[src/vid_pkg.sv]
/*
 * Video subsystem shared definitions
 * Screen geometry, pipeline latency, the pixel structs passed
 * between the stages and the road register map
 */
package vid_pkg;

    // Horizontal geometry, in pixels
    localparam logic [8:0] h_total      = 9'd320;
    localparam logic [8:0] h_visible    = 9'd256;
    localparam logic [8:0] h_sync_start = 9'd272;
    localparam logic [8:0] h_sync_end   = 9'd296;

    // Vertical geometry, in lines
    localparam logic [8:0] v_total      = 9'd262;
    localparam logic [8:0] v_visible    = 9'd224;
    localparam logic [8:0] v_sync_start = 9'd234;
    localparam logic [8:0] v_sync_end   = 9'd237;

    // Strobes from timing position to RGB: char 2, road 1, mixer 2
    localparam int pipe_dly = 5;

    // Lines that pull the line interrupt low
    localparam logic [2:0][8:0] line_int_lines = {9'd192, 9'd128, 9'd64};

    // One pixel position with its blanking and sync levels
    typedef struct packed {
        logic [8:0] h;
        logic [8:0] v;
        logic       hb;
        logic       vb;
        logic       hs;
        logic       vs;
    } vid_pos_t;

    // Char layer result, pixel 0 is transparent
    typedef struct packed {
        vid_pos_t   pos;
        logic [3:0] char_pix;
        logic [2:0] char_color;
    } char_pxl_t;

    // Both layers side by side, as seen by the mixer
    typedef struct packed {
        vid_pos_t   pos;
        logic [3:0] char_pix;
        logic [2:0] char_color;
        logic [6:0] road_idx;
    } layer_pxl_t;

    // Road register map
    typedef enum logic [1:0] {
        road_left   = 2'd0,
        road_right  = 2'd1,
        road_color  = 2'd2,
        grass_color = 2'd3
    } road_reg_e;

endpackage

[src/vid_timing.sv]
/*
 * Video timing generator
 * Pixel and line counters advanced by pxl_cen, with blanking,
 * syncs and a line interrupt aligned to the registered position
 */
module vid_timing (
    input  logic              rst,
    input  logic              clk,
    input  logic              pxl_cen,
    output vid_pkg::vid_pos_t pos,
    output logic [8:0]        vdump,
    output logic              line_intn
);
    import vid_pkg::*;

    logic [8:0] h_nxt;
    logic [8:0] v_nxt;
    logic       h_wrap;

    function automatic logic is_int_line(input logic [8:0] v);
        logic hit;
        hit = 1'b0;
        for (int i = 0; i < 3; i++) begin
            if (v == line_int_lines[i]) begin
                hit = 1'b1;
            end
        end
        return hit;
    endfunction

    // Next count, the line advances when h wraps
    always_comb begin
        h_wrap = pos.h == h_total - 9'd1;
        h_nxt  = h_wrap ? 9'd0 : pos.h + 9'd1;
        v_nxt  = pos.v;
        if (h_wrap) begin
            v_nxt = (pos.v == v_total - 9'd1) ? 9'd0 : pos.v + 9'd1;
        end
    end

    always_ff @(posedge clk or posedge rst) begin
        if (rst) begin
            pos       <= '0;
            line_intn <= 1'b1;
        end else if (pxl_cen) begin
            pos.h     <= h_nxt;
            pos.v     <= v_nxt;
            pos.hb    <= h_nxt >= h_visible;
            pos.vb    <= v_nxt >= v_visible;
            pos.hs    <= h_nxt >= h_sync_start && h_nxt < h_sync_end;
            pos.vs    <= v_nxt >= v_sync_start && v_nxt < v_sync_end;
            // Low for the whole line
            line_intn <= !is_int_line(v_nxt);
        end
    end

    assign vdump = pos.v;

endmodule

[config.mk]
export PLATFORM = sky130hd
export DESIGN_NAME = vid_timing
export DESIGN_NICKNAME = d
export VERILOG_FILES = /design/src/vid_pkg.sv /design/src/vid_timing.sv
export SDC_FILE = /design/constraint.sdc
export NUM_CORES = 1
export LEC_CHECK = 0
export BUFFER_PORTS_ARGS = -buffer_cell sky130_fd_sc_hd__buf_2
export CORE_ASPECT_RATIO = 0.5
export CORE_MARGIN = 1
export CORE_UTILIZATION = 31
export DETAILED_ROUTE_END_ITERATION = 12
export GPL_ROUTABILITY_DRIVEN = 0
export PLACE_DENSITY_LB_ADDON = 0.2
export REMOVE_ABC_BUFFERS = 1
export SYNTH_ARGS = -nofsm -noshare
export SYNTH_HDL_FRONTEND = slang
export SYNTH_SLANG_ARGS = --single-unit
[constraint.sdc]
create_clock -name clk -period 2.8 [get_ports clk]
set_input_delay 0.56 -clock clk [delete_from_list [all_inputs] [get_ports clk]]
set_output_delay 0.56 -clock clk [all_outputs]
set_load 0.005 [all_outputs]
==> summary.md <==
| Metric | Value |
|---|---|
| Status | finished clean |
| Post-cts sizing count | 0 |
| Number of vias per cell | 5.39 |
| Yosys warnings | 0 |
| Final Max Slew Viols | 0 |
| Remaining Overflow, GRT | 0 |
| Final period util | 85.3% |
| Crit Path Category | reg2reg |
| CP max-delay cell | or4b_1 |
| Placed cell area | 0.00177 sq mm |
| Pre-CTS setup slack | 454 ps |
| Synth area leaders | dfrtp_1, buf_4, o21ai_0 |
| Top-area cell type share of the netlist area | 31.8% |
| Ports | 35 |
| CP cell instances | ha_1 -> and3_1 -> nand3_4 -> o31a_1 -> or4b_1 -> a41oi_2 |
| Leak | 0.785 nW |
| Longest Clk Path Bufs | 2 |
| CTS tree | built |
| Adder-cell share of the synthesized area | 2.27% |
| Synth-to-layout area growth | 10.3% |
| Largest net degree at the start of global routing | 25 |
| Compound-Gate Fraction of Synth Area | 20.3% |
| P per Cell Area | 460 mW/mm^2 |
| Xor-xnor portion of the synthesized cell area | 4.24% |
| PortBufs | 34 |
| Worst min path class | in2async |
| Met3 Usage GRT | 3.27% |
| Clock Skews | 4.37 ps |
| DR DRC count | 0 |
| VDD IR max | 0.000184 V |
| Post-synthesis mux area share | 0.681% |
| RSZ-0062 raised after global routing | false |
| Largest family of logic cells by synthesized area | simple AND/OR/NAND/NOR gates |
| Largest fanout on the critical path | 16 |
| Fillers | 524 |
| Wire per inst | 14.3 um |
| Post-synth top cells | dfrtp_1, nand2_1, o21ai_0 |
| Remaining antenna violation count | 0 |
| Die X | 105 um |
| Buf/Inv on CP | 0 |
| Rows | 18 |
| Initial core utilization | 32.9% |
| Clock root cell | clkbuf_8 |
| Register area share after synthesis | 33.4% |
| TritonRoute pass-1 iters | 4 |
| GR Util met2 | 26.6% |
| Worst-Margin Slew | 865 ps |
| Count of different cell masters after synthesis | 48 |
| Power, Total | 839 uW |
| Clock Pin Slew Worst Setup and Hold Paths | 90 ps |
| Setup TNS | 0 ps |
| Synth area leader | dfrtp_1 |
| Initial DRC Count | 66 |
| Vias in the first global route | 1397 |
| Diode count | 0 |
| Hold_ws | 455 ps |
| Clock sink count | 22 |
| H-tree depth | 1 |
| Initial antenna violation count | 0 |
| Avg Inst Size Synth | 8.18 sq um |
| Final Hold Vio Count | 0 |
| Clock Latency Late Sink | 270 ps |
| Crit end category | flop |
| Final Util | 36.3% |
| Flops & latches, synth | 22 |
| Synth Instances | 202 |
| Layout cells sized above 1 | 22.4% |
| Final HPWL DP | 2.83 mm |
| Core area | 0.00502 sq mm |
| Final WS setup | 413 ps |
| Max-Cap Viols | 0 |
| Ys flop type | dfrtp_1 |
| Min cycle time layout | 2390 ps |
| Final WL | 4.06 mm |
| Global-route wire length before repair | 6.78 mm |
| Mapped Area | 0.00165 sq mm |
| Critical path data required time | 3000 ps |
| Fmax | 0.419 GHz |
| Overall Global Routing Usage | 15.4% |
| Post-synth EDFFs | 0 |
| Global-route layer with the greatest usage | met2 |
| Worst slew margin | 42.3% |
| Die area | 0.00565 sq mm |
| Critical Path Start Type | flop |
| Count leader, synth | dfrtp_1 |
| Post-route cell area | 0.00182 sq mm |
| Via count | 1530 |
| CP Data Arrival Time | 2590 ps |
| CP top delay family | simple AND/OR/NAND/NOR gates |
| Final Net Count | 221 |
| Hold_buf cts | 0 |
| Die Span Y | 53.6 um |
| Async set-reset flop share out of synthesis | 100% |
| Num CTS Buffers | 3 |
| Post-Layout Cell Count | 284 |
| Post-synthesis simple-gate area fraction | 27.8% |
| Final setup violation count | 0 |
| Slowest stage delay, CP | 550 ps |
| Placed cells | 280 |
| Grt met1 use | 19.9% |
| Setup bufs post-CTS | 0 |
[state kept, by name (all words and copies together), names as in the netlist]
name / flops
pos: 12
line_intn: 1
vdump: 9
[logic make-up (layout without fill, tap and decap cells)]
family          Yosys count  in the layout
simple gates             84             84
mux                       1              1
xor+xnor                  8              8
fa+ha+maj                 3              3
buf+inv                  36             48
flops                    22             22
compound gates           48             48
[layer usage]
metal	vias up	share of wire (%)
li1	755	-
met4	0	0.52
met2	45	45
met5	-	0
met1	728	50
met3	2	5.0
[power breakdown]
part	leakage [nW]	switching (mW)	internal, mW	total [mW]
combinational	0.470	0.0915	0.0856	0.177
sequential	0.286	0.0696	0.354	0.424
clock	0.0288	0.113	0.126	0.238
total	0.785	0.274	0.565	0.839
[cell usage in the layout (no fill, tap or decap), types with 2 or more instances in the layout]
| cell type | instances |
|---|---|
| ha_1 | 3 |
| clkbuf_8 | 4 |
| a21o_1 | 2 |
| o21ai_0 | 16 |
| dfrtp_1 | 21 |
| a311oi_1 | 2 |
| nand4_1 | 5 |
| buf_4 | 2 |
| nand2b_1 | 3 |
| o221ai_1 | 2 |
| inv_1 | 8 |
| o32ai_1 | 3 |
| a21oi_1 | 5 |
| nor2_1 | 13 |
| nor3_1 | 6 |
| and2_1 | 3 |
| nor4_1 | 2 |
| nand3_1 | 15 |
| xnor2_1 | 5 |
| nand2_1 | 19 |
| a31oi_1 | 4 |
| o31ai_1 | 2 |
| xor2_1 | 3 |
| a22o_1 | 2 |
| o31a_1 | 3 |
| and3_1 | 7 |
| buf_2 | 34 |
[layout make-up]
class / instances / area (sq um) / area share [%]
well taps: 70 / 87.6 / 4.80
inverters: 8 / 30.0 / 1.65
multi-input cells: 144 / 913 / 50.1
flip-flops and latches: 22 / 552 / 30.3
clock buffers: 4 / 55.1 / 3.02
repair buffers: 36 / 185 / 10.2
[final timing paths]
path / from / cells after the start / endpoint / slack (ps)
worst max-delay path: pos[13] / 6 / line_intn / 410
worst min-delay path: rst / 2 / vdump[2] / 450
worst max register to register: pos[13] / 6 / line_intn / 410
worst min register to register: line_intn / 2 / line_intn / 540
max in group asynchronous: rst / 2 / vdump[6] / 1810
min in group clk: line_intn / 2 / line_intn / 540
No activity file was read; power rests on OpenSTA's default activity.
