`config.mk`:
```
export PLATFORM = sky130hd
export DESIGN_NAME = vid_road_layer
export DESIGN_NICKNAME = d
export VERILOG_FILES = /design/src/vid_pkg.sv /design/src/vid_road_layer.sv
export SDC_FILE = /design/constraint.sdc
export NUM_CORES = 1
export LEC_CHECK = 0
export ABC_AREA = 1
export BUFFER_PORTS_ARGS = -buffer_cell sky130_fd_sc_hd__buf_4
export CAP_MARGIN = 10
export CELL_PAD_IN_SITES_DETAIL_PLACEMENT = 1
export CELL_PAD_IN_SITES_GLOBAL_PLACEMENT = 1
export CORE_MARGIN = 2
export CORE_UTILIZATION = 35
export CTS_BUF_LIST = sky130_fd_sc_hd__clkbuf_8
export DETAILED_ROUTE_END_ITERATION = 8
export PLACE_DENSITY_LB_ADDON = 0.1
export SYNTH_ARGS = -nofsm -noshare
export SYNTH_HDL_FRONTEND = slang
export SYNTH_SLANG_ARGS = --single-unit
export TNS_END_PERCENT = 10
```
`constraint.sdc`:
```
create_clock -name clk -period 6.4 [get_ports clk]
set_clock_uncertainty 0.2 [all_clocks]
set_input_delay 1.28 -clock clk [delete_from_list [all_inputs] [get_ports clk]]
set_output_delay 1.28 -clock clk [all_outputs]
set_load 0.005 [all_outputs]
```
`src/vid_pkg.sv`:
```
/*
 * Video subsystem shared definitions
 * Screen geometry, pipeline latency, the pixel structs passed
 * between the stages and the road register map
 */
package vid_pkg;

    // Horizontal geometry, in pixels
    localparam logic [8:0] h_total      = 9'd320;
    localparam logic [8:0] h_visible    = 9'd256;
    localparam logic [8:0] h_sync_start = 9'd272;
    localparam logic [8:0] h_sync_end   = 9'd296;

    // Vertical geometry, in lines
    localparam logic [8:0] v_total      = 9'd262;
    localparam logic [8:0] v_visible    = 9'd224;
    localparam logic [8:0] v_sync_start = 9'd234;
    localparam logic [8:0] v_sync_end   = 9'd237;

    // Strobes from timing position to RGB: char 2, road 1, mixer 2
    localparam int pipe_dly = 5;

    // Lines that pull the line interrupt low
    localparam logic [2:0][8:0] line_int_lines = {9'd192, 9'd128, 9'd64};

    // One pixel position with its blanking and sync levels
    typedef struct packed {
        logic [8:0] h;
        logic [8:0] v;
        logic       hb;
        logic       vb;
        logic       hs;
        logic       vs;
    } vid_pos_t;

    // Char layer result, pixel 0 is transparent
    typedef struct packed {
        vid_pos_t   pos;
        logic [3:0] char_pix;
        logic [2:0] char_color;
    } char_pxl_t;

    // Both layers side by side, as seen by the mixer
    typedef struct packed {
        vid_pos_t   pos;
        logic [3:0] char_pix;
        logic [2:0] char_color;
        logic [6:0] road_idx;
    } layer_pxl_t;

    // Road register map
    typedef enum logic [1:0] {
        road_left   = 2'd0,
        road_right  = 2'd1,
        road_color  = 2'd2,
        grass_color = 2'd3
    } road_reg_e;

endpackage

```
`src/vid_road_layer.sv`:
```
/*
 * Road layer
 * A striped road band between two CPU set edges over a grass
 * colour, registered next to the char layer data
 */
module vid_road_layer (
    input  logic                rst,
    input  logic                clk,
    input  logic                pxl_cen,
    input  vid_pkg::char_pxl_t  pxl_in,
    input  logic [9:0]          cpu_addr,
    input  logic [15:0]         cpu_dout,
    input  logic                cpu_we,
    input  logic                road_cs,
    input  logic                layer_en_road,
    output vid_pkg::layer_pxl_t pxl
);
    import vid_pkg::*;

    logic [8:0] left_edge;
    logic [8:0] right_edge;
    logic [6:0] road_col;
    logic [6:0] grass_col;
    logic       in_road;
    logic [6:0] idx;

    // Write-only registers
    always_ff @(posedge clk or posedge rst) begin
        if (rst) begin
            left_edge  <= '0;
            right_edge <= '0;
            road_col   <= '0;
            grass_col  <= '0;
        end else if (road_cs && cpu_we) begin
            case (road_reg_e'(cpu_addr[1:0]))
                road_left:   left_edge  <= cpu_dout[8:0];
                road_right:  right_edge <= cpu_dout[8:0];
                road_color:  road_col   <= cpu_dout[6:0];
                grass_color: grass_col  <= cpu_dout[6:0];
            endcase
        end
    end

    // Both edges belong to the road
    assign in_road = pxl_in.pos.h >= left_edge && pxl_in.pos.h <= right_edge;

    always_comb begin
        if (!layer_en_road) begin
            idx = 7'd0;
        end else if (in_road) begin
            // Stripes alternate every 8 lines
            idx = road_col ^ {6'd0, pxl_in.pos.v[3]};
        end else begin
            idx = grass_col;
        end
    end

    always_ff @(posedge clk or posedge rst) begin
        if (rst) begin
            pxl <= '0;
        end else if (pxl_cen) begin
            pxl.pos        <= pxl_in.pos;
            pxl.char_pix   <= pxl_in.char_pix;
            pxl.char_color <= pxl_in.char_color;
            pxl.road_idx   <= idx;
        end
    end

endmodule

```
==> impl_metrics.py, run 1 <==
metrics = {
    "clocking": {
        "cts-htree-levels": 3,
        "cts-buffers-inserted": 9,
        "post_cts_buffers": 0,
        "hold_buffers": 0,
        "cts_sinks": 68,
        "post_cts_resized": 0,
        "cts_tree": "done",
        "path_clk_slew_ns": 0.07,
        "cts_buffer_depth": 2,
        "root_buffer": "clkbuf_8",
        "clk_latency_ns": 0.33,
    },
    "detailed_routing": {
        "postRouteWirelength_microns": 8050,
        "ant_nets": 0,
        "vias": 2668,
        "drtIter0Drc": 85,
        "first_pass_iters": 4,
        "viasPerCell": 4.52,
        "wl_per_cell_microns": 13.6,
        "drc": 0,
    },
    "global_routing": {
        "grt_max_degree": 69,
        "grt_overflow": 0,
        "grt_pass1_vias": 2883,
        "grt_use_total_pct": 17.5,
        "grt_pass1_wl_microns": 13700,
        "antenna_found_initial": 0,
    },
    "synth": {
        "synth.largest_area_cell": "dfrtp_1",
        "yosysSeqAreaShare_pct": 52.6,
        "avgSynthCellArea_sq_um": 8.27,
        "synth_nets": 470,
        "synth-seq-cells": 68,
        "ys_warn_count": 0,
        "ys_types": 22,
        "synth_area_sq_um": 3230,
        "netlist_top_cells_area": "dfrtp_1, nand2_1, ha_1",
        "synth_top_area_share_pct": 52.6,
        "syn_inst": 391,
    },
    "outcome": {
        "status": "finished clean",
    },
    "sta": {
        "post-route-period-util_pct": 40.8,
        "hold_slack_ns": 0.274,
        "slew_headroom_pct": 42.8,
        "fin_tns_setup_ns": 0,
        "drv_slew": 0,
        "period_needed_ns": 2.61,
        "layout_setup_ws_ns": 3.79,
        "setup_viol": 0,
        "rsz0062_at_grt": "no",
        "hold_viol_final": 0,
        "tightest_slew_ns": 0.858,
        "fmax_mhz": 383,
    },
    "setup_path": {
        "startpoint_type": "input pin",
        "worst_ep_required_time_ns": 6.43,
        "critPathKind": "in -> reg",
        "path_max_fanout": 8,
        "end_kind": "flop",
        "worstPathArrival_ns": 2.64,
    },
    "die": {
        "fp-row-count": 35,
        "die_h_microns": 100,
        "core_area_sq_um": 9110,
        "dieArea_sq_um": 10000,
        "die_w_microns": 100,
        "io_pins": 97,
        "start_util_pct": 35.5,
    },
    "placement": {
        "place_congestion": 0.776,
        "dp_cells": 574,
        "place_area_sq_um": 3940,
        "pre_cts_ws_ns": 3.43,
        "place.port_buffers": 81,
        "hpwl_microns": 5920,
    },
    "cells_and_area": {
        "final_area_sq_um": 4160,
        "area.growth.synth_to_final_pct": 28.6,
        "drive_above_1_share_pct": 23.8,
        "fin_nets": 553,
        "utilization_pct": 45.7,
        "antennaDiodeCount": 0,
        "layout.cells.non_filler": 590,
    },
    "power": {
        "powerDensity_nw_per_um2": 285,
        "ir_drop_uv": 105,
        "p_total_mw": 1.19,
        "p_leak_nw": 2.32,
    },
    "run": {
        "cap_violations": 0,
    },
    "worst_hold_path": {
        "hold_path_class": "reg -> reg",
    },
}
## worst paths after layout
kind / start / end / slack, ns / depth (start not counted)
worst max register to register: left_edge[8] / pxl[5] / 4.49 / 10
min in group asynchronous: rst / pxl[22] / 1.01 / 3
worst max-delay path: pxl_in[24] / pxl[5] / 3.79 / 12
worst min register to register: pxl[21] / pxl[21] / 0.27 / 2
worst min-delay path: pxl[21] / pxl[21] / 0.27 / 2
max in group asynchronous: rst / left_edge[6] / 4.43 / 3
## layout by cell type (no fill, tap or decap)
| master | count |
|---|---|
| nor2_4 | 1 |
| nand4_1 | 1 |
| buf_4 | 82 |
| nand3_1 | 18 |
| ha_1 | 18 |
| nor2_1 | 5 |
| dfrtp_1 | 68 |
| clkinv_4 | 1 |
| nand3_2 | 1 |
| bufinv_16 | 2 |
| nand4_4 | 1 |
| a21oi_2 | 1 |
| o21ai_1 | 33 |
| clkinv_2 | 1 |
| a21oi_4 | 1 |
| clkinvlp_4 | 1 |
| xnor2_1 | 1 |
| a21oi_1 | 2 |
| nand2_1 | 167 |
| nand2_4 | 2 |
| nor2_2 | 2 |
| nand2_2 | 2 |
| inv_1 | 52 |
| inv_2 | 6 |
| clkbuf_8 | 10 |
## per-layer routing
| metal | wire [microns] | part of all wire [%] | global-route usage [%] | vias to the layer above |
|---|---|---|---|---|
| met2 | 3650 | 45 | 28.5 | 64 |
| li1 | - | - | - | 1364 |
| met4 | 138 | 1.7 | 6.64 | 0 |
| met3 | 311 | 3.9 | 2.44 | 11 |
| met5 | 0 | 0 | 0 | - |
| met1 | 3950 | 49 | 23.9 | 1229 |
## synth_stat cells, drive strengths merged
cell type,count
dfrtp,68
nand3,19
nand4,2
ha,18
a21oi,4
buf,7
clkinv,1
nor2,8
o21ai,33
clkbuf,3
inv,56
nand2,171
xnor2,1
## final cells by class
type | instances | area (sq um)
fill | 1135 | 4950
sequential | 68 | 1700
multi-input combinational | 256 | 1270
timing repair buffer | 82 | 616
inverter | 57 | 219
tap | 111 | 139
clock buffer | 10 | 138
clock inverter | 6 | 80.1
## cell families (layout without fill, tap and decap cells)
| family | count (synthesis) | count (layout) | synth area share [%] |
|---|---|---|---|
| AOI/OAI and AO/OA | 37 | 37 | 6.19 |
| adders and majority gates | 18 | 18 | 6.97 |
| DFF | 68 | 68 | 52.6 |
| and+or+nand+nor | 200 | 200 | 25.7 |
| xor gates and xnor gates | 1 | 1 | 0.271 |
| buffers and inverters | 67 | 155 | 8.20 |
## registers in the layout, indices dropped and copies added, names as in the netlist
| register | cells |
|---|---|
| grass_col | 7 |
| pxl | 36 |
| left_edge | 9 |
| right_edge | 9 |
| road_col | 7 |
## critical path, cell delays in order
cell and delay [ns]:
buf_4 0.13, ha_1 0.31, nand2_1 0.11, inv_2 0.04, nand2_1 0.05, nand2_1 0.05
nand2_1 0.10, nand4_4 0.17, nand2_4 0.17, nand2_1 0.07, nand3_1 0.10, nand2_1 0.06
## power breakdown
part / switching (mW) / internal, mW / total (mW)
combinational: 0.153 / 0.122 / 0.275
clock: 0.160 / 0.227 / 0.387
sequential: 0.0316 / 0.494 / 0.525
total: 0.344 / 0.842 / 1.19
(Power assumes the default switching activity.)
==> run 2: changes to the inputs <==
- clock period: 6.4 -> 2.35 ns (I/O delays scaled with it)
==> impl_metrics.py, run 2 (synthesis results as in run 1) <==
metrics = {
    "outcome": {
        "status": "finished clean",
    },
    "cells_and_area": {
        "antennaDiodeCount": 0,
        "top_register": "pxl",
        "final_area_sq_um": 4150,
        "largest_reg_flops": 36,
        "final_cell_mix": "nand2_1, buf_4, dfrtp_1",
        "fin_nets": 554,
        "reg.largest.list": "pxl x36, left_edge x9, right_edge x9",
        "drive_above_1_share_pct": 23.8,
        "area.growth.synth_to_final_pct": 28.4,
        "final_common_cell": "nand2_1",
    },
    "clocking": {
        "cts-buffers-inserted": 9,
        "cts_tree": "done",
        "cts_sinks": 68,
        "cts_buffer_depth": 2,
        "clk_latency_ns": 0.35,
        "post_cts_resized": 0,
        "cts-htree-levels": 3,
        "root_buffer": "clkbuf_8",
        "path_clk_slew_ns": 0.08,
    },
    "die": {
        "fp-row-count": 35,
        "io_pins": 97,
        "start_util_pct": 35.5,
        "core_area_sq_um": 9110,
        "dieArea_sq_um": 10000,
        "die_h_microns": 100,
        "die_w_microns": 100,
    },
    "run": {
        "cap_violations": 0,
    },
    "detailed_routing": {
        "wl_per_cell_microns": 13.4,
        "postRouteWirelength_microns": 7930,
        "ant_nets": 0,
        "viasPerCell": 4.55,
        "vias": 2688,
        "drtIter0Drc": 87,
        "drc": 0,
        "first_pass_iters": 4,
    },
    "sta": {
        "hold_viol_final": 0,
        "tightest_slew_ns": 0.630,
        "setup_viol": 0,
        "drv_slew": 0,
        "period_needed_ns": 1.88,
        "fin_tns_setup_ns": 0,
        "fmax_mhz": 532,
        "post-route-period-util_pct": 80.0,
        "rsz0062_at_grt": "no",
        "hold_slack_ns": 0.117,
        "slew_headroom_pct": 57.9,
    },
    "setup_path": {
        "max_stage_delay_ns": 0.36,
        "critPathBufInv": 2,
        "crit_family": "simple AND/OR/NAND/NOR gates",
        "crit_slowest_cell": "dfrtp_1",
        "crit_chain": "inv_1 -> ha_1 -> nand2_1 -> inv_2 -> nand2_1 -> nand2_1 -> nand2_1 -> nand4_4 -> nand2_4 -> nand2_1 -> nand3_1 -> nand2_1",
        "cpMostUsedCell": "nand2_1",
        "worst_ep_required_time_ns": 2.38,
        "end_kind": "flop",
        "worstPathArrival_ns": 1.91,
        "critPathKind": "reg -> reg",
        "startpoint_type": "flop",
        "path_max_fanout": 8,
    },
    "placement": {
        "place_congestion": 0.746,
        "place_area_sq_um": 3960,
        "hpwl_microns": 5720,
        "place.port_buffers": 81,
    },
    "global_routing": {
        "grt_overflow": 0,
        "grt_use_total_pct": 16.7,
        "antenna_found_initial": 0,
        "grt_pass1_vias": 2604,
        "grt_pass1_wl_microns": 12900,
        "grt_max_degree": 51,
    },
    "power": {
        "ir_drop_uv": 269,
        "powerDensity_nw_per_um2": 749,
        "p_leak_nw": 2.31,
        "p_total_mw": 3.11,
    },
    "worst_hold_path": {
        "hold_path_class": "in -> reg",
    },
}
[run 2: area by class of cell]
| cell class | count | area (sq um) |
|---|---|---|
| clock buffer | 9 | 124 |
| sequential | 68 | 1700 |
| fill | 1122 | 4960 |
| multi-input combinational | 256 | 1270 |
| clock inverter | 7 | 60.1 |
| timing repair buffer | 83 | 638 |
| tap | 111 | 139 |
| inverter | 57 | 223 |
[run 2: worst paths after layout]
path | start | end | slack, ns | depth (start not counted)
min | pxl_in[1] | pxl[8] | 0.12 | 3
max reg2reg | left_edge[4] | pxl[6] | 0.47 | 12
min reg2reg | pxl[30] | pxl[30] | 0.27 | 2
min in group asynchronous | rst | pxl[7] | 0.47 | 3
max | left_edge[4] | pxl[6] | 0.47 | 12
max in group asynchronous | rst | left_edge[0] | 0.87 | 4
[run 2: power by group]
part           internal (mW)  total, mW  switching [mW]
Sequential              1.34       1.43          0.0876
Clock                  0.477      0.929           0.452
Combinational          0.335      0.747           0.413
[run 2: stage by stage]
stage,utilization [%],cells,setup slack [ns]
after floorplan,-,391,0.545
after global placement,43.4,574,0.249
after detailed placement,43.4,574,0.218
after CTS,45.6,591,0.455
after global routing,45.6,591,0.264
final,45.6,591,0.470
[run 2: timing repair]
item                       4_1_cts  5_1_grt
buffers inserted                 0        0
hold endpoints to repair        18        0
hold buffers                     1        0
setup endpoints to repair        0        0
[run 2: worst min-delay path: stages]
cell,delay (ns)
buf_4,0.08
nand2_1,0.04
nand2_1,0.05
[run 2: routing by layer]
metal / track usage, % / routed length (microns) / vias to the layer above
li1: - / - / 1365
met1: 22.9 / 3890 / 1242
met2: 25.6 / 3490 / 68
met3: 3.27 / 374 / 13
met4: 7.48 / 172 / 0
met5: 0 / 0 / -
==> run 3: changes to the inputs <==
- clock period: 2.35 -> 1.8 ns (I/O delays scaled with it)
==> impl_metrics.py, run 3 (synthesis results as in run 1) <==
metrics = {
    "die": {
        "die_h_microns": 100,
        "dieArea_sq_um": 10000,
        "die_w_microns": 100,
        "core_area_sq_um": 9110,
        "start_util_pct": 35.5,
        "io_pins": 97,
        "fp-row-count": 35,
    },
    "setup_path": {
        "critPathBufInv": 2,
        "end_kind": "flop",
        "path_max_fanout": 8,
        "crit_family": "simple AND/OR/NAND/NOR gates",
        "max_stage_delay_ns": 0.39,
        "worstPathArrival_ns": 1.87,
        "critPathKind": "reg -> reg",
        "worst_ep_required_time_ns": 1.84,
        "crit_chain": "inv_2 -> ha_4 -> nand2_4 -> inv_2 -> a21oi_4 -> nand4_4 -> nand2_8 -> nand2_1 -> nand3_1 -> nand2_1",
        "startpoint_type": "flop",
        "crit_slowest_cell": "dfrtp_1",
    },
    "cells_and_area": {
        "antennaDiodeCount": 0,
        "fin_nets": 579,
        "fillCellCount": 1116,
        "reg.largest.list": "pxl x36, left_edge x9, right_edge x9",
        "final_common_cell": "nand2_1",
        "final_cell_mix": "nand2_1, buf_4, dfrtp_1",
        "area.growth.synth_to_final_pct": 41.3,
        "drive_above_1_share_pct": 32.5,
        "top_register": "pxl",
        "largest_reg_flops": 36,
    },
    "detailed_routing": {
        "postRouteWirelength_microns": 8580,
        "viasPerCell": 4.57,
        "vias": 2817,
        "drc": 0,
        "wl_per_cell_microns": 13.9,
        "ant_nets": 0,
        "drtIter0Drc": 52,
        "first_pass_iters": 4,
    },
    "clocking": {
        "root_buffer": "clkbuf_8",
        "clk_latency_ns": 0.36,
        "path_clk_slew_ns": 0.08,
        "cts_tree": "done",
        "cts-htree-levels": 3,
        "cts_sinks": 68,
        "cts_buffer_depth": 2,
        "cts-buffers-inserted": 9,
    },
    "sta": {
        "layout_setup_ws_ns": -0.0254,
        "post-route-period-util_pct": 101,
        "rsz0062_at_grt": "yes",
        "fmax_mhz": 548,
        "drv_slew": 0,
        "fin_tns_setup_ns": -0.103,
        "tightest_slew_ns": 0.535,
        "slew_headroom_pct": 64.3,
        "setup_viol": 7,
        "period_needed_ns": 1.83,
        "hold_viol_final": 0,
    },
    "global_routing": {
        "grt_pass1_vias": 2814,
        "grt_overflow": 0,
        "grt_max_degree": 26,
        "antenna_found_initial": 0,
        "grt_use_total_pct": 18.1,
        "grt_pass1_wl_microns": 14000,
    },
    "run": {
        "cap_violations": 0,
    },
    "power": {
        "powerDensity_nw_per_um2": 983,
        "p_leak_nw": 2.45,
        "ir_drop_uv": 401,
        "p_total_mw": 4.49,
    },
    "placement": {
        "place_congestion": 0.743,
        "place.port_buffers": 81,
        "pre_cts_ws_ns": -0.225,
        "hpwl_microns": 6140,
    },
    "outcome": {
        "violations": "setup timing",
        "status": "finished, violations left",
    },
    "worst_hold_path": {
        "hold_path_class": "in -> reg",
    },
}
==> run 3: worst reg2reg max path, delay by kind of cell, from the launching register on <==
family | cells | cell delay, ns
buffers and inverters | 2 | 0.12
DFF | 1 | 0.39
and+or+nand+nor | 6 | 0.65
adders and majority gates | 1 | 0.20
AOI/OAI and AO/OA | 1 | 0.16
==> run 3: area by class of cell <==
type	instances	area (sq um)	share of cell area, %
clock buffers	10	138	3.01
clock inverters	6	86.3	1.89
inverters	57	223	4.87
multi-input cells	256	1430	31.3
flip-flops and latches	68	1700	37.2
well taps	111	139	3.04
repair buffers	108	853	18.7
==> run 3: where the power goes <==
part	switching (mW)	total [mW]	internal, mW
Combinational	0.627	1.18	0.556
Sequential	0.121	1.88	1.75
Clock	0.616	1.43	0.818
Total	1.36	4.49	3.13
==> run 3: stage by stage <==
step | util, % | cells | area, sq um | hold WS [ns]
after CTS | 49.2 | 614 | 4480 | 0.000200
after floorplan | - | 391 | 3240 | 0.259
after detailed placement | 44.7 | 588 | 4080 | 0.229
final | 50.2 | 616 | 4570 | 0.00963
after global placement | 44.7 | 588 | 4080 | 0.228
after global routing | 50.2 | 616 | 4570 | 0.00666
==> run 3: path summary, 6_finish.rpt <==
check                              from      endpoint  slack [ns]  cells past startpoint
max in group asynchronous           rst  left_edge[7]        0.49                      4
max                        left_edge[8]        pxl[0]       -0.03                     10
min                           pxl_in[7]       pxl[14]        0.01                      3
min reg2reg                     pxl[30]       pxl[30]        0.27                      2
max reg2reg                left_edge[8]        pxl[0]       -0.03                     10
min in group asynchronous           rst        pxl[7]        0.40                      3
==> run 3: repair_timing <==
action	4_1_cts	5_1_grt
gates resized for setup	14	19
buffers inserted	3	2
pin swaps	10	5
hold endpoints to repair	25	0
cloned	0	0
hold buffers	7	0
setup endpoints to repair	7	7
==> run 3: layer usage <==
layer / part of all wire (%) / up-vias / track usage, %
met5: 0 / - / 0
met4: 1.7 / 0 / 7.59
met3: 4.1 / 10 / 3.83
met2: 48 / 64 / 29.4
met1: 46 / 1317 / 23.7
li1: - / 1426 / -
